## config.mk

```make
export PLATFORM = sky130hd
export DESIGN_NAME = turf_udp_wrap
export DESIGN_NICKNAME = d
export VERILOG_FILES = /design/src/hw/turf_udp_pkg.sv /design/src/hw/udp_port_switch.sv /design/src/hw/udp_rdwr_core.sv /design/src/hw/turf_udp_wrap.sv
export VERILOG_INCLUDE_DIRS = /design/src /design/src/hw
export SDC_FILE = /design/constraint.sdc
export NUM_CORES = 1
export LEC_CHECK = 0
export BUFFER_PORTS_ARGS = -buffer_cell sky130_fd_sc_hd__buf_2
export CAP_MARGIN = 5
export CORE_ASPECT_RATIO = 2
export CORE_MARGIN = 8
export CORE_UTILIZATION = 28
export DETAILED_ROUTE_END_ITERATION = 8
export PLACE_DENSITY = 0.58
export SYNTH_ARGS = -nofsm -noshare
export SYNTH_HDL_FRONTEND = slang
export SYNTH_HIERARCHICAL = 1
export SYNTH_SLANG_ARGS = --single-unit
```

## constraint.sdc

```tcl
create_clock -name clk156_i -period 11.92 [get_ports clk156_i]
set_input_delay 2.384 -clock clk156_i [delete_from_list [all_inputs] [get_ports clk156_i]]
set_output_delay 2.384 -clock clk156_i [all_outputs]
set_load 0.02 [all_outputs]
```

## src/hw/turf_udp_cfg.svh

```systemverilog
`ifndef TURF_UDP_CFG_SVH
`define TURF_UDP_CFG_SVH

// Read/write port range 'Tp'..'Tw', matched with the low bits masked
`define TURF_RW_BASE_PORT 21616
`define TURF_RW_PORT_MASK 7

// Exact read port ('Tr'), also the read reply tag
`define TURF_RD_PORT 21618
// Write reply tag ('Tw')
`define TURF_WR_PORT 21623

// Stream and register bus widths
`define TURF_PAYLOAD_W 64
`define TURF_PORT_W 16
`define TURF_ADR_W 28
`define TURF_DAT_W 32

`endif

```

## src/hw/turf_udp_pkg.sv

```systemverilog
`default_nettype none
`include "turf_udp_cfg.svh"

package turf_udp_pkg;

    // UDP header word, always 64 bits regardless of payload width
    typedef logic [63:0] udp_hdr_t;
    typedef logic [`TURF_PORT_W-1:0] udp_port_t;

    // Payload beat and its byte keep
    typedef logic [`TURF_PAYLOAD_W-1:0] udp_data_t;
    typedef logic [`TURF_PAYLOAD_W/8-1:0] udp_keep_t;

    // Register bus
    typedef logic [`TURF_ADR_W-1:0] reg_adr_t;
    typedef logic [`TURF_DAT_W-1:0] reg_dat_t;

    // Read/write core states
    typedef enum logic [1:0] {
        IDLE,
        HDR_OUT,
        BUS,
        RESP
    } rdwr_state_e;

endpackage

`default_nettype wire

```

## src/hw/udp_port_switch.sv

```systemverilog
`timescale 1ns/10ps
`default_nettype none
`include "turf_udp_cfg.svh"

module udp_port_switch (
    input  wire                         clk156_i,
    input  wire                         rst_n_i,
    // Inbound header
    input  wire turf_udp_pkg::udp_hdr_t  s_hdr_tdata_i,
    input  wire turf_udp_pkg::udp_port_t s_hdr_tdest_i,
    input  wire                         s_hdr_tvalid_i,
    output logic                        s_hdr_tready_o,
    // Inbound payload
    input  wire turf_udp_pkg::udp_data_t s_data_tdata_i,
    input  wire turf_udp_pkg::udp_keep_t s_data_tkeep_i,
    input  wire                         s_data_tlast_i,
    input  wire                         s_data_tvalid_i,
    output logic                        s_data_tready_o,
    // Header to the read/write core
    output turf_udp_pkg::udp_hdr_t       rw_hdr_tdata_o,
    output logic                        rw_hdr_tuser_o,
    output logic                        rw_hdr_tvalid_o,
    input  wire                         rw_hdr_tready_i,
    // Payload to the read/write core
    output turf_udp_pkg::udp_data_t      rw_data_tdata_o,
    output logic                        rw_data_tlast_o,
    output logic                        rw_data_tvalid_o,
    input  wire                         rw_data_tready_i
);
    import turf_udp_pkg::*;

    localparam udp_port_t RW_BASE = `TURF_RW_BASE_PORT;
    localparam udp_port_t RW_MASK = `TURF_RW_PORT_MASK;
    localparam udp_port_t RD_PORT = `TURF_RD_PORT;

    logic     hdr_rdy_q;
    logic     pkt_q;
    logic     route_core_q;
    logic     hdr_vld_q;
    logic     hdr_rd_q;
    udp_hdr_t hdr_q;

    logic     port_match;
    logic     hdr_xfer;
    logic     last_xfer;
    logic     pkt_d;

    // Masked compare takes 'Tr' and the whole 'Tw' family in one go
    assign port_match = (s_hdr_tdest_i & ~RW_MASK) == (RW_BASE & ~RW_MASK);

    assign hdr_xfer  = s_hdr_tvalid_i & hdr_rdy_q;
    assign last_xfer = s_data_tvalid_i & s_data_tready_o & s_data_tlast_i;
    assign pkt_d     = hdr_xfer ? 1'b1 : (last_xfer ? 1'b0 : pkt_q);

    always_ff @(posedge clk156_i or negedge rst_n_i) begin
        if (!rst_n_i) begin
            pkt_q        <= 1'b0;
            hdr_rdy_q    <= 1'b0;
            route_core_q <= 1'b0;
            hdr_vld_q    <= 1'b0;
        end else begin
            pkt_q <= pkt_d;
            // No new header until the last beat of this packet is gone
            hdr_rdy_q <= ~pkt_d;
            if (hdr_xfer) begin
                route_core_q <= port_match;
            end
            if (hdr_xfer && port_match) begin
                hdr_vld_q <= 1'b1;
            end else if (rw_hdr_tready_i) begin
                hdr_vld_q <= 1'b0;
            end
        end
    end

    // One-entry header register toward the core
    always_ff @(posedge clk156_i) begin
        if (hdr_xfer && port_match) begin
            hdr_q    <= s_hdr_tdata_i;
            hdr_rd_q <= (s_hdr_tdest_i == RD_PORT);
        end
    end

    assign s_hdr_tready_o  = hdr_rdy_q;
    assign rw_hdr_tdata_o  = hdr_q;
    assign rw_hdr_tuser_o  = hdr_rd_q;
    assign rw_hdr_tvalid_o = hdr_vld_q;

    // Payload steering; unmatched packets are sunk so upstream never stalls.
    // s_data_tkeep_i is not forwarded, each request beat is a whole word
    assign rw_data_tdata_o  = s_data_tdata_i;
    assign rw_data_tlast_o  = s_data_tlast_i;
    assign rw_data_tvalid_o = s_data_tvalid_i & pkt_q & route_core_q;
    assign s_data_tready_o  = pkt_q & (route_core_q ? rw_data_tready_i : 1'b1);

endmodule

`default_nettype wire

```

## src/hw/udp_rdwr_core.sv

```systemverilog
`timescale 1ns/10ps
`default_nettype none
`include "turf_udp_cfg.svh"

module udp_rdwr_core (
    input  wire                         clk156_i,
    input  wire                         rst_n_i,
    // Request header, tuser high for a read
    input  wire turf_udp_pkg::udp_hdr_t  s_hdr_tdata_i,
    input  wire                         s_hdr_tuser_i,
    input  wire                         s_hdr_tvalid_i,
    output logic                        s_hdr_tready_o,
    // Request payload
    input  wire turf_udp_pkg::udp_data_t s_data_tdata_i,
    input  wire                         s_data_tlast_i,
    input  wire                         s_data_tvalid_i,
    output logic                        s_data_tready_o,
    // Reply header with port tag
    output turf_udp_pkg::udp_hdr_t       m_hdr_tdata_o,
    output turf_udp_pkg::udp_port_t      m_hdr_tuser_o,
    output logic                        m_hdr_tvalid_o,
    input  wire                         m_hdr_tready_i,
    // Reply payload
    output turf_udp_pkg::udp_data_t      m_data_tdata_o,
    output turf_udp_pkg::udp_keep_t      m_data_tkeep_o,
    output logic                        m_data_tlast_o,
    output logic                        m_data_tvalid_o,
    input  wire                         m_data_tready_i,
    // Register bus
    output logic                        en_o,
    output logic                        wr_o,
    output turf_udp_pkg::reg_adr_t       adr_o,
    output turf_udp_pkg::reg_dat_t       dat_o,
    input  wire turf_udp_pkg::reg_dat_t  dat_i,
    input  wire                         ack_i
);
    import turf_udp_pkg::*;

    localparam udp_port_t RD_PORT = `TURF_RD_PORT;
    localparam udp_port_t WR_PORT = `TURF_WR_PORT;

    rdwr_state_e state_q;

    logic     hdr_vld_q;
    logic     rd_q;
    logic     en_q;
    logic     rsp_vld_q;

    udp_hdr_t hdr_q;
    reg_dat_t req_lo_q;
    reg_dat_t wdat_q;
    reg_dat_t rsp_dat_q;
    logic     last_q;

    logic     hdr_xfer;
    logic     req_xfer;
    logic     rsp_xfer;
    logic     bus_done;

    assign s_hdr_tready_o = (state_q == IDLE);
    // Request beats only once the reply header has gone out
    assign s_data_tready_o = (state_q == HDR_OUT) & ~hdr_vld_q;

    assign hdr_xfer = s_hdr_tvalid_i & s_hdr_tready_o;
    assign req_xfer = s_data_tvalid_i & s_data_tready_o;
    assign rsp_xfer = rsp_vld_q & m_data_tready_i;
    assign bus_done = (state_q == BUS) & ack_i;

    always_ff @(posedge clk156_i or negedge rst_n_i) begin
        if (!rst_n_i) begin
            state_q   <= IDLE;
            hdr_vld_q <= 1'b0;
            rd_q      <= 1'b0;
            en_q      <= 1'b0;
            rsp_vld_q <= 1'b0;
        end else begin
            case (state_q)
                IDLE: begin
                    if (hdr_xfer) begin
                        rd_q      <= s_hdr_tuser_i;
                        hdr_vld_q <= 1'b1;
                        state_q   <= HDR_OUT;
                    end
                end
                HDR_OUT: begin
                    // Also the wait for the next beat of a longer packet
                    if (m_hdr_tready_i) begin
                        hdr_vld_q <= 1'b0;
                    end
                    if (req_xfer) begin
                        en_q    <= 1'b1;
                        state_q <= BUS;
                    end
                end
                BUS: begin
                    if (ack_i) begin
                        en_q      <= 1'b0;
                        rsp_vld_q <= 1'b1;
                        state_q   <= RESP;
                    end
                end
                RESP: begin
                    if (rsp_xfer) begin
                        rsp_vld_q <= 1'b0;
                        state_q   <= last_q ? IDLE : HDR_OUT;
                    end
                end
                default: begin
                    state_q <= IDLE;
                end
            endcase
        end
    end

    // Header, request and response words
    always_ff @(posedge clk156_i) begin
        if (hdr_xfer) begin
            hdr_q <= s_hdr_tdata_i;
        end
        if (req_xfer) begin
            req_lo_q <= s_data_tdata_i[`TURF_DAT_W-1:0];
            wdat_q   <= s_data_tdata_i[`TURF_PAYLOAD_W-1:`TURF_DAT_W];
            last_q   <= s_data_tlast_i;
        end
        // Reads return the bus data, writes echo what was written
        if (bus_done) begin
            rsp_dat_q <= rd_q ? dat_i : wdat_q;
        end
    end

    assign m_hdr_tdata_o  = hdr_q;
    assign m_hdr_tuser_o  = rd_q ? RD_PORT : WR_PORT;
    assign m_hdr_tvalid_o = hdr_vld_q;

    assign m_data_tdata_o  = {rsp_dat_q, req_lo_q};
    assign m_data_tkeep_o  = '1;
    assign m_data_tlast_o  = last_q;
    assign m_data_tvalid_o = rsp_vld_q;

    // Bus signals held from registers for the whole cycle
    assign en_o  = en_q;
    assign wr_o  = ~rd_q;
    assign adr_o = req_lo_q[`TURF_ADR_W-1:0];
    assign dat_o = wdat_q;

endmodule

`default_nettype wire

```

## src/hw/turf_udp_wrap.sv

```systemverilog
`timescale 1ns/10ps
`default_nettype none
`include "turf_udp_cfg.svh"

module turf_udp_wrap (
    input  wire                         clk156_i,
    input  wire                         rst_n_i,
    // Inbound UDP header and payload
    input  wire turf_udp_pkg::udp_hdr_t  s_hdr_tdata_i,
    input  wire turf_udp_pkg::udp_port_t s_hdr_tdest_i,
    input  wire                         s_hdr_tvalid_i,
    output logic                        s_hdr_tready_o,
    input  wire turf_udp_pkg::udp_data_t s_data_tdata_i,
    input  wire turf_udp_pkg::udp_keep_t s_data_tkeep_i,
    input  wire                         s_data_tlast_i,
    input  wire                         s_data_tvalid_i,
    output logic                        s_data_tready_o,
    // Outbound UDP header and payload
    output turf_udp_pkg::udp_hdr_t       m_hdr_tdata_o,
    output turf_udp_pkg::udp_port_t      m_hdr_tuser_o,
    output logic                        m_hdr_tvalid_o,
    input  wire                         m_hdr_tready_i,
    output turf_udp_pkg::udp_data_t      m_data_tdata_o,
    output turf_udp_pkg::udp_keep_t      m_data_tkeep_o,
    output logic                        m_data_tlast_o,
    output logic                        m_data_tvalid_o,
    input  wire                         m_data_tready_i,
    // Register bus
    output logic                        en_o,
    output logic                        wr_o,
    output turf_udp_pkg::reg_adr_t       adr_o,
    output turf_udp_pkg::reg_dat_t       dat_o,
    input  wire turf_udp_pkg::reg_dat_t  dat_i,
    input  wire                         ack_i
);
    import turf_udp_pkg::*;

    // Switch to core
    wire udp_hdr_t  rw_hdr_tdata;
    wire            rw_hdr_tuser;
    wire            rw_hdr_tvalid;
    wire            rw_hdr_tready;
    wire udp_data_t rw_data_tdata;
    wire            rw_data_tlast;
    wire            rw_data_tvalid;
    wire            rw_data_tready;

    udp_port_switch u_port_switch (
        .clk156_i         (clk156_i),
        .rst_n_i          (rst_n_i),
        .s_hdr_tdata_i    (s_hdr_tdata_i),
        .s_hdr_tdest_i    (s_hdr_tdest_i),
        .s_hdr_tvalid_i   (s_hdr_tvalid_i),
        .s_hdr_tready_o   (s_hdr_tready_o),
        .s_data_tdata_i   (s_data_tdata_i),
        .s_data_tkeep_i   (s_data_tkeep_i),
        .s_data_tlast_i   (s_data_tlast_i),
        .s_data_tvalid_i  (s_data_tvalid_i),
        .s_data_tready_o  (s_data_tready_o),
        .rw_hdr_tdata_o   (rw_hdr_tdata),
        .rw_hdr_tuser_o   (rw_hdr_tuser),
        .rw_hdr_tvalid_o  (rw_hdr_tvalid),
        .rw_hdr_tready_i  (rw_hdr_tready),
        .rw_data_tdata_o  (rw_data_tdata),
        .rw_data_tlast_o  (rw_data_tlast),
        .rw_data_tvalid_o (rw_data_tvalid),
        .rw_data_tready_i (rw_data_tready)
    );

    // The core drives the outbound stream directly
    udp_rdwr_core u_rdwr (
        .clk156_i        (clk156_i),
        .rst_n_i         (rst_n_i),
        .s_hdr_tdata_i   (rw_hdr_tdata),
        .s_hdr_tuser_i   (rw_hdr_tuser),
        .s_hdr_tvalid_i  (rw_hdr_tvalid),
        .s_hdr_tready_o  (rw_hdr_tready),
        .s_data_tdata_i  (rw_data_tdata),
        .s_data_tlast_i  (rw_data_tlast),
        .s_data_tvalid_i (rw_data_tvalid),
        .s_data_tready_o (rw_data_tready),
        .m_hdr_tdata_o   (m_hdr_tdata_o),
        .m_hdr_tuser_o   (m_hdr_tuser_o),
        .m_hdr_tvalid_o  (m_hdr_tvalid_o),
        .m_hdr_tready_i  (m_hdr_tready_i),
        .m_data_tdata_o  (m_data_tdata_o),
        .m_data_tkeep_o  (m_data_tkeep_o),
        .m_data_tlast_o  (m_data_tlast_o),
        .m_data_tvalid_o (m_data_tvalid_o),
        .m_data_tready_i (m_data_tready_i),
        .en_o            (en_o),
        .wr_o            (wr_o),
        .adr_o           (adr_o),
        .dat_o           (dat_o),
        .dat_i           (dat_i),
        .ack_i           (ack_i)
    );

endmodule

`default_nettype wire

```

==> reports/metrics.cfg <==
[yosys]
synthesis.area_sq_um=8716
synth_edf_count=226
netlist_instances=450
synth_top_cell_by_area=edfxtp_1
synth_seq_area_share=0.8073
async_flop_share=0.04237
yosysWarnings=6
ys_ff_latch=236
synthTopCellsByArea=edfxtp_1 (78%), buf_4 (10%), mux2_2 (4.1%), dfrtp_1 (2.9%), ha_1 (0.72%)
ys.flop_type=edfxtp_1
avgSynthCellArea_sq_um=19.37
synth.top_cell.area_share=0.7786
ys_types=29

[worst_hold_path]
hold_class=flip-flop to flip-flop
hold_depth=0

[sta]
hold_violations=0
worst_slack_ps=7680
finalSetupViolCount=0
clock_skew_ps=14.39
tns_ps=0
slew_headroom=0.4020
period_share=0.3557
holdWs_ps=412.1
worst_pin_slew_ps=897.0
max_freq_ghz=0.2358
rsz0062_at_grt=false
maxSlewViolCount=0
period_minus_slack_ps=4240

[global_route]
antenna_found_initial=3
grt_pass1_wl_mm=31.50
grt_pass1_vias=5260
grt_usage=0.1121
gr-total-overflow=0
grt_max_degree=67

[clock_network]
cts_buffer_depth=3
cts_tree=yes
ctsResizeCount=0
post-cts-setup-buffers=0
clockRootBuffer=clkbuf_16
cts_buffers=23
clkSinkCount=236
clock_latency_ps=530
clk_pin_slew_worst_paths_ps=60
htreeDepth=1
hold_buffers=0

[power_and_ir_drop]
max-vdd-ir-drop_mv=0.1255
leakage_uw=0.004436
netSwitchingFraction=0.2411
power_frac_comb=0.134
p_per_area_nw_per_um2=176.6
p_clk_frac=0.371
net-switching-power_uw=470.6
seq_power_share=0.496
p_total_uw=1952
internal_power_uw=1481

[detailed_routing]
firstDrtPassIters=4
routedWlPerCell_um=19.23
ant_nets=0
first_iter_violations=175
via_count=4631
route.detailed.drc=0
drt-vias-per-instance=4.027
wl_mm=22.11

[setup_path]
max_stage_delay_ps=420
cp_cell_sequence=inv_1 > ha_1 > inv_1 > nor2_1 > nor2b_1 > nor2b_1 > buf_2
cp.required_ps=9540
worst_ep_arrival_time_ps=1860
reg2reg_depth=5
worstPathMaxFanout=4
crit_path_start_kind=flip-flop
cp-end-kind=output pin
crit_slowest_cell=dfrtp_1
crit_type=flip-flop to output pin

[placement]
port_buffers=380
place.gp.congestion=0.7604
dp_hpwl_mm=17.34
pre_cts_ws_ps=7598

[floorplan]
ios=411
die_w_um=140.8
chipHeight_um=265.5
fp-row-count=91
design.core.area_sq_um=30740
die_area_sq_um=37370
initial_core_util=0.2835

[outcome]
status=complete, no violations

[run]
drv_cap=0

[cells_and_area]
syn_to_final_growth_pct=26.79
drive_above_1_share=0.5923
nets=956
fillCellCount=2937

cell usage after synthesis (3+ instances only):
cell type / instances
buf_4: 120
nor2_1: 3
o21ai_0: 4
mux2i_1: 3
nor2b_1: 3
mux2_2: 32
edfxtp_1: 226
and2_1: 3
ha_1: 5
nand2_1: 13
inv_1: 9
dfrtp_1: 10
layout make-up:
cell class,count,area [sq um],area share
Tap cell,372,465.4,0.04212
Timing Repair Buffer,385,1939,0.1755
Inverter,9,33.78,0.003057
Clock buffer,25,583.1,0.05276
Sequential cell,236,7037,0.6368
Clock inverter,16,163.9,0.01483
Antenna cell,3,7.507,0.0006793
Multi-Input combinational cell,104,820.8,0.07428
per-layer routing:
metal	part of all wire	GRT usage	up-vias
met1	0.34	0.1035	2151
met4	0.041	0.05754	0
met2	0.53	0.2091	285
li1	-	-	2137
met3	0.093	0.04148	58
met5	0	0	-
through the flow:
stage | utilization | instances | cell area, sq um
after floorplan | - | 470 | 8791
after global placement | 0.3349 | 1106 | 10300
after detailed placement | 0.3349 | 1106 | 10300
after CTS | 0.3592 | 1147 | 11040
after global routing | 0.3594 | 1149 | 11050
final | 0.3595 | 1150 | 11050
final timing paths:
kind | from | end | slack (ps)
min in group asynchronous | rst_n_i | u_port_switch/pkt_q | 1730
hold reg to reg | u_port_switch/rw_hdr_tdata_o[41] | u_rdwr/m_hdr_tdata_o[41] | 410
setup reg to reg | u_rdwr/state_q[1] | u_rdwr/req_lo_q[31] | 9720
setup / recovery | u_rdwr/state_q[1] | s_data_tready_o | 7680
hold / removal | u_port_switch/rw_hdr_tdata_o[41] | u_rdwr/m_hdr_tdata_o[41] | 410
max in group asynchronous | rst_n_i | u_rdwr/m_data_tvalid_o | 9980
worst max-delay path, delay by kind of cell, from the launching register on:
family / cells / cell delay (ps)
buf+inv: 3 / 420
flops: 1 / 420
simple gates: 3 / 280
fa+ha+maj: 1 / 230
cells in the final DEF (no fill, tap or decap), drive strengths merged:
cell type,n
clkinvlp,1
o2111ai,1
clkbuf,25
bufinv,3
diode,3
nand4,2
mux2i,3
conb,22
o22ai,1
nor3,1
nor2b,3
dfrtp,10
nand2,13
and3,1
buf,385
o21ai,5
clkinv,10
nand2b,1
ha,5
o2bb2ai,1
inv,11
edfxtp,226
nor3b,1
and4b,1
nor4b,1
a22o,1
and4bb,2
nor2,3
and2,3
mux2,33
registers in the layout (all words and copies together) (netlist names), 2 cells and up:
signal / flops
u_rdwr/req_lo_q: 32
u_rdwr/dat_o: 32
u_rdwr/rsp_dat_q: 32
u_rdwr/state_q: 2
u_port_switch/rw_hdr_tdata_o: 64
u_rdwr/m_hdr_tdata_o: 64
cell families after synthesis:
group / Yosys count / synth area share
AOI/OAI and AO/OA: 9 / 0.007753
adders and majority gates: 5 / 0.007178
buffers and inverters: 130 / 0.1078
DFF: 236 / 0.8074
muxes: 36 / 0.04651
other: 2 / 0.0008616
and+or+nand+nor: 32 / 0.02254
power groups by stage:
stage | sequential [uW] | combinational, uW | clock, uW
2_1_floorplan | 1020 | 163 | 0
5_1_grt | 972 | 284 | 781
3_3_place_gp | 984 | 261 | 0
6_report | 968 | 261 | 723
3_5_place_dp | 985 | 266 | 0
4_1_cts | 968 | 267 | 756
(Power assumes the default switching activity.)
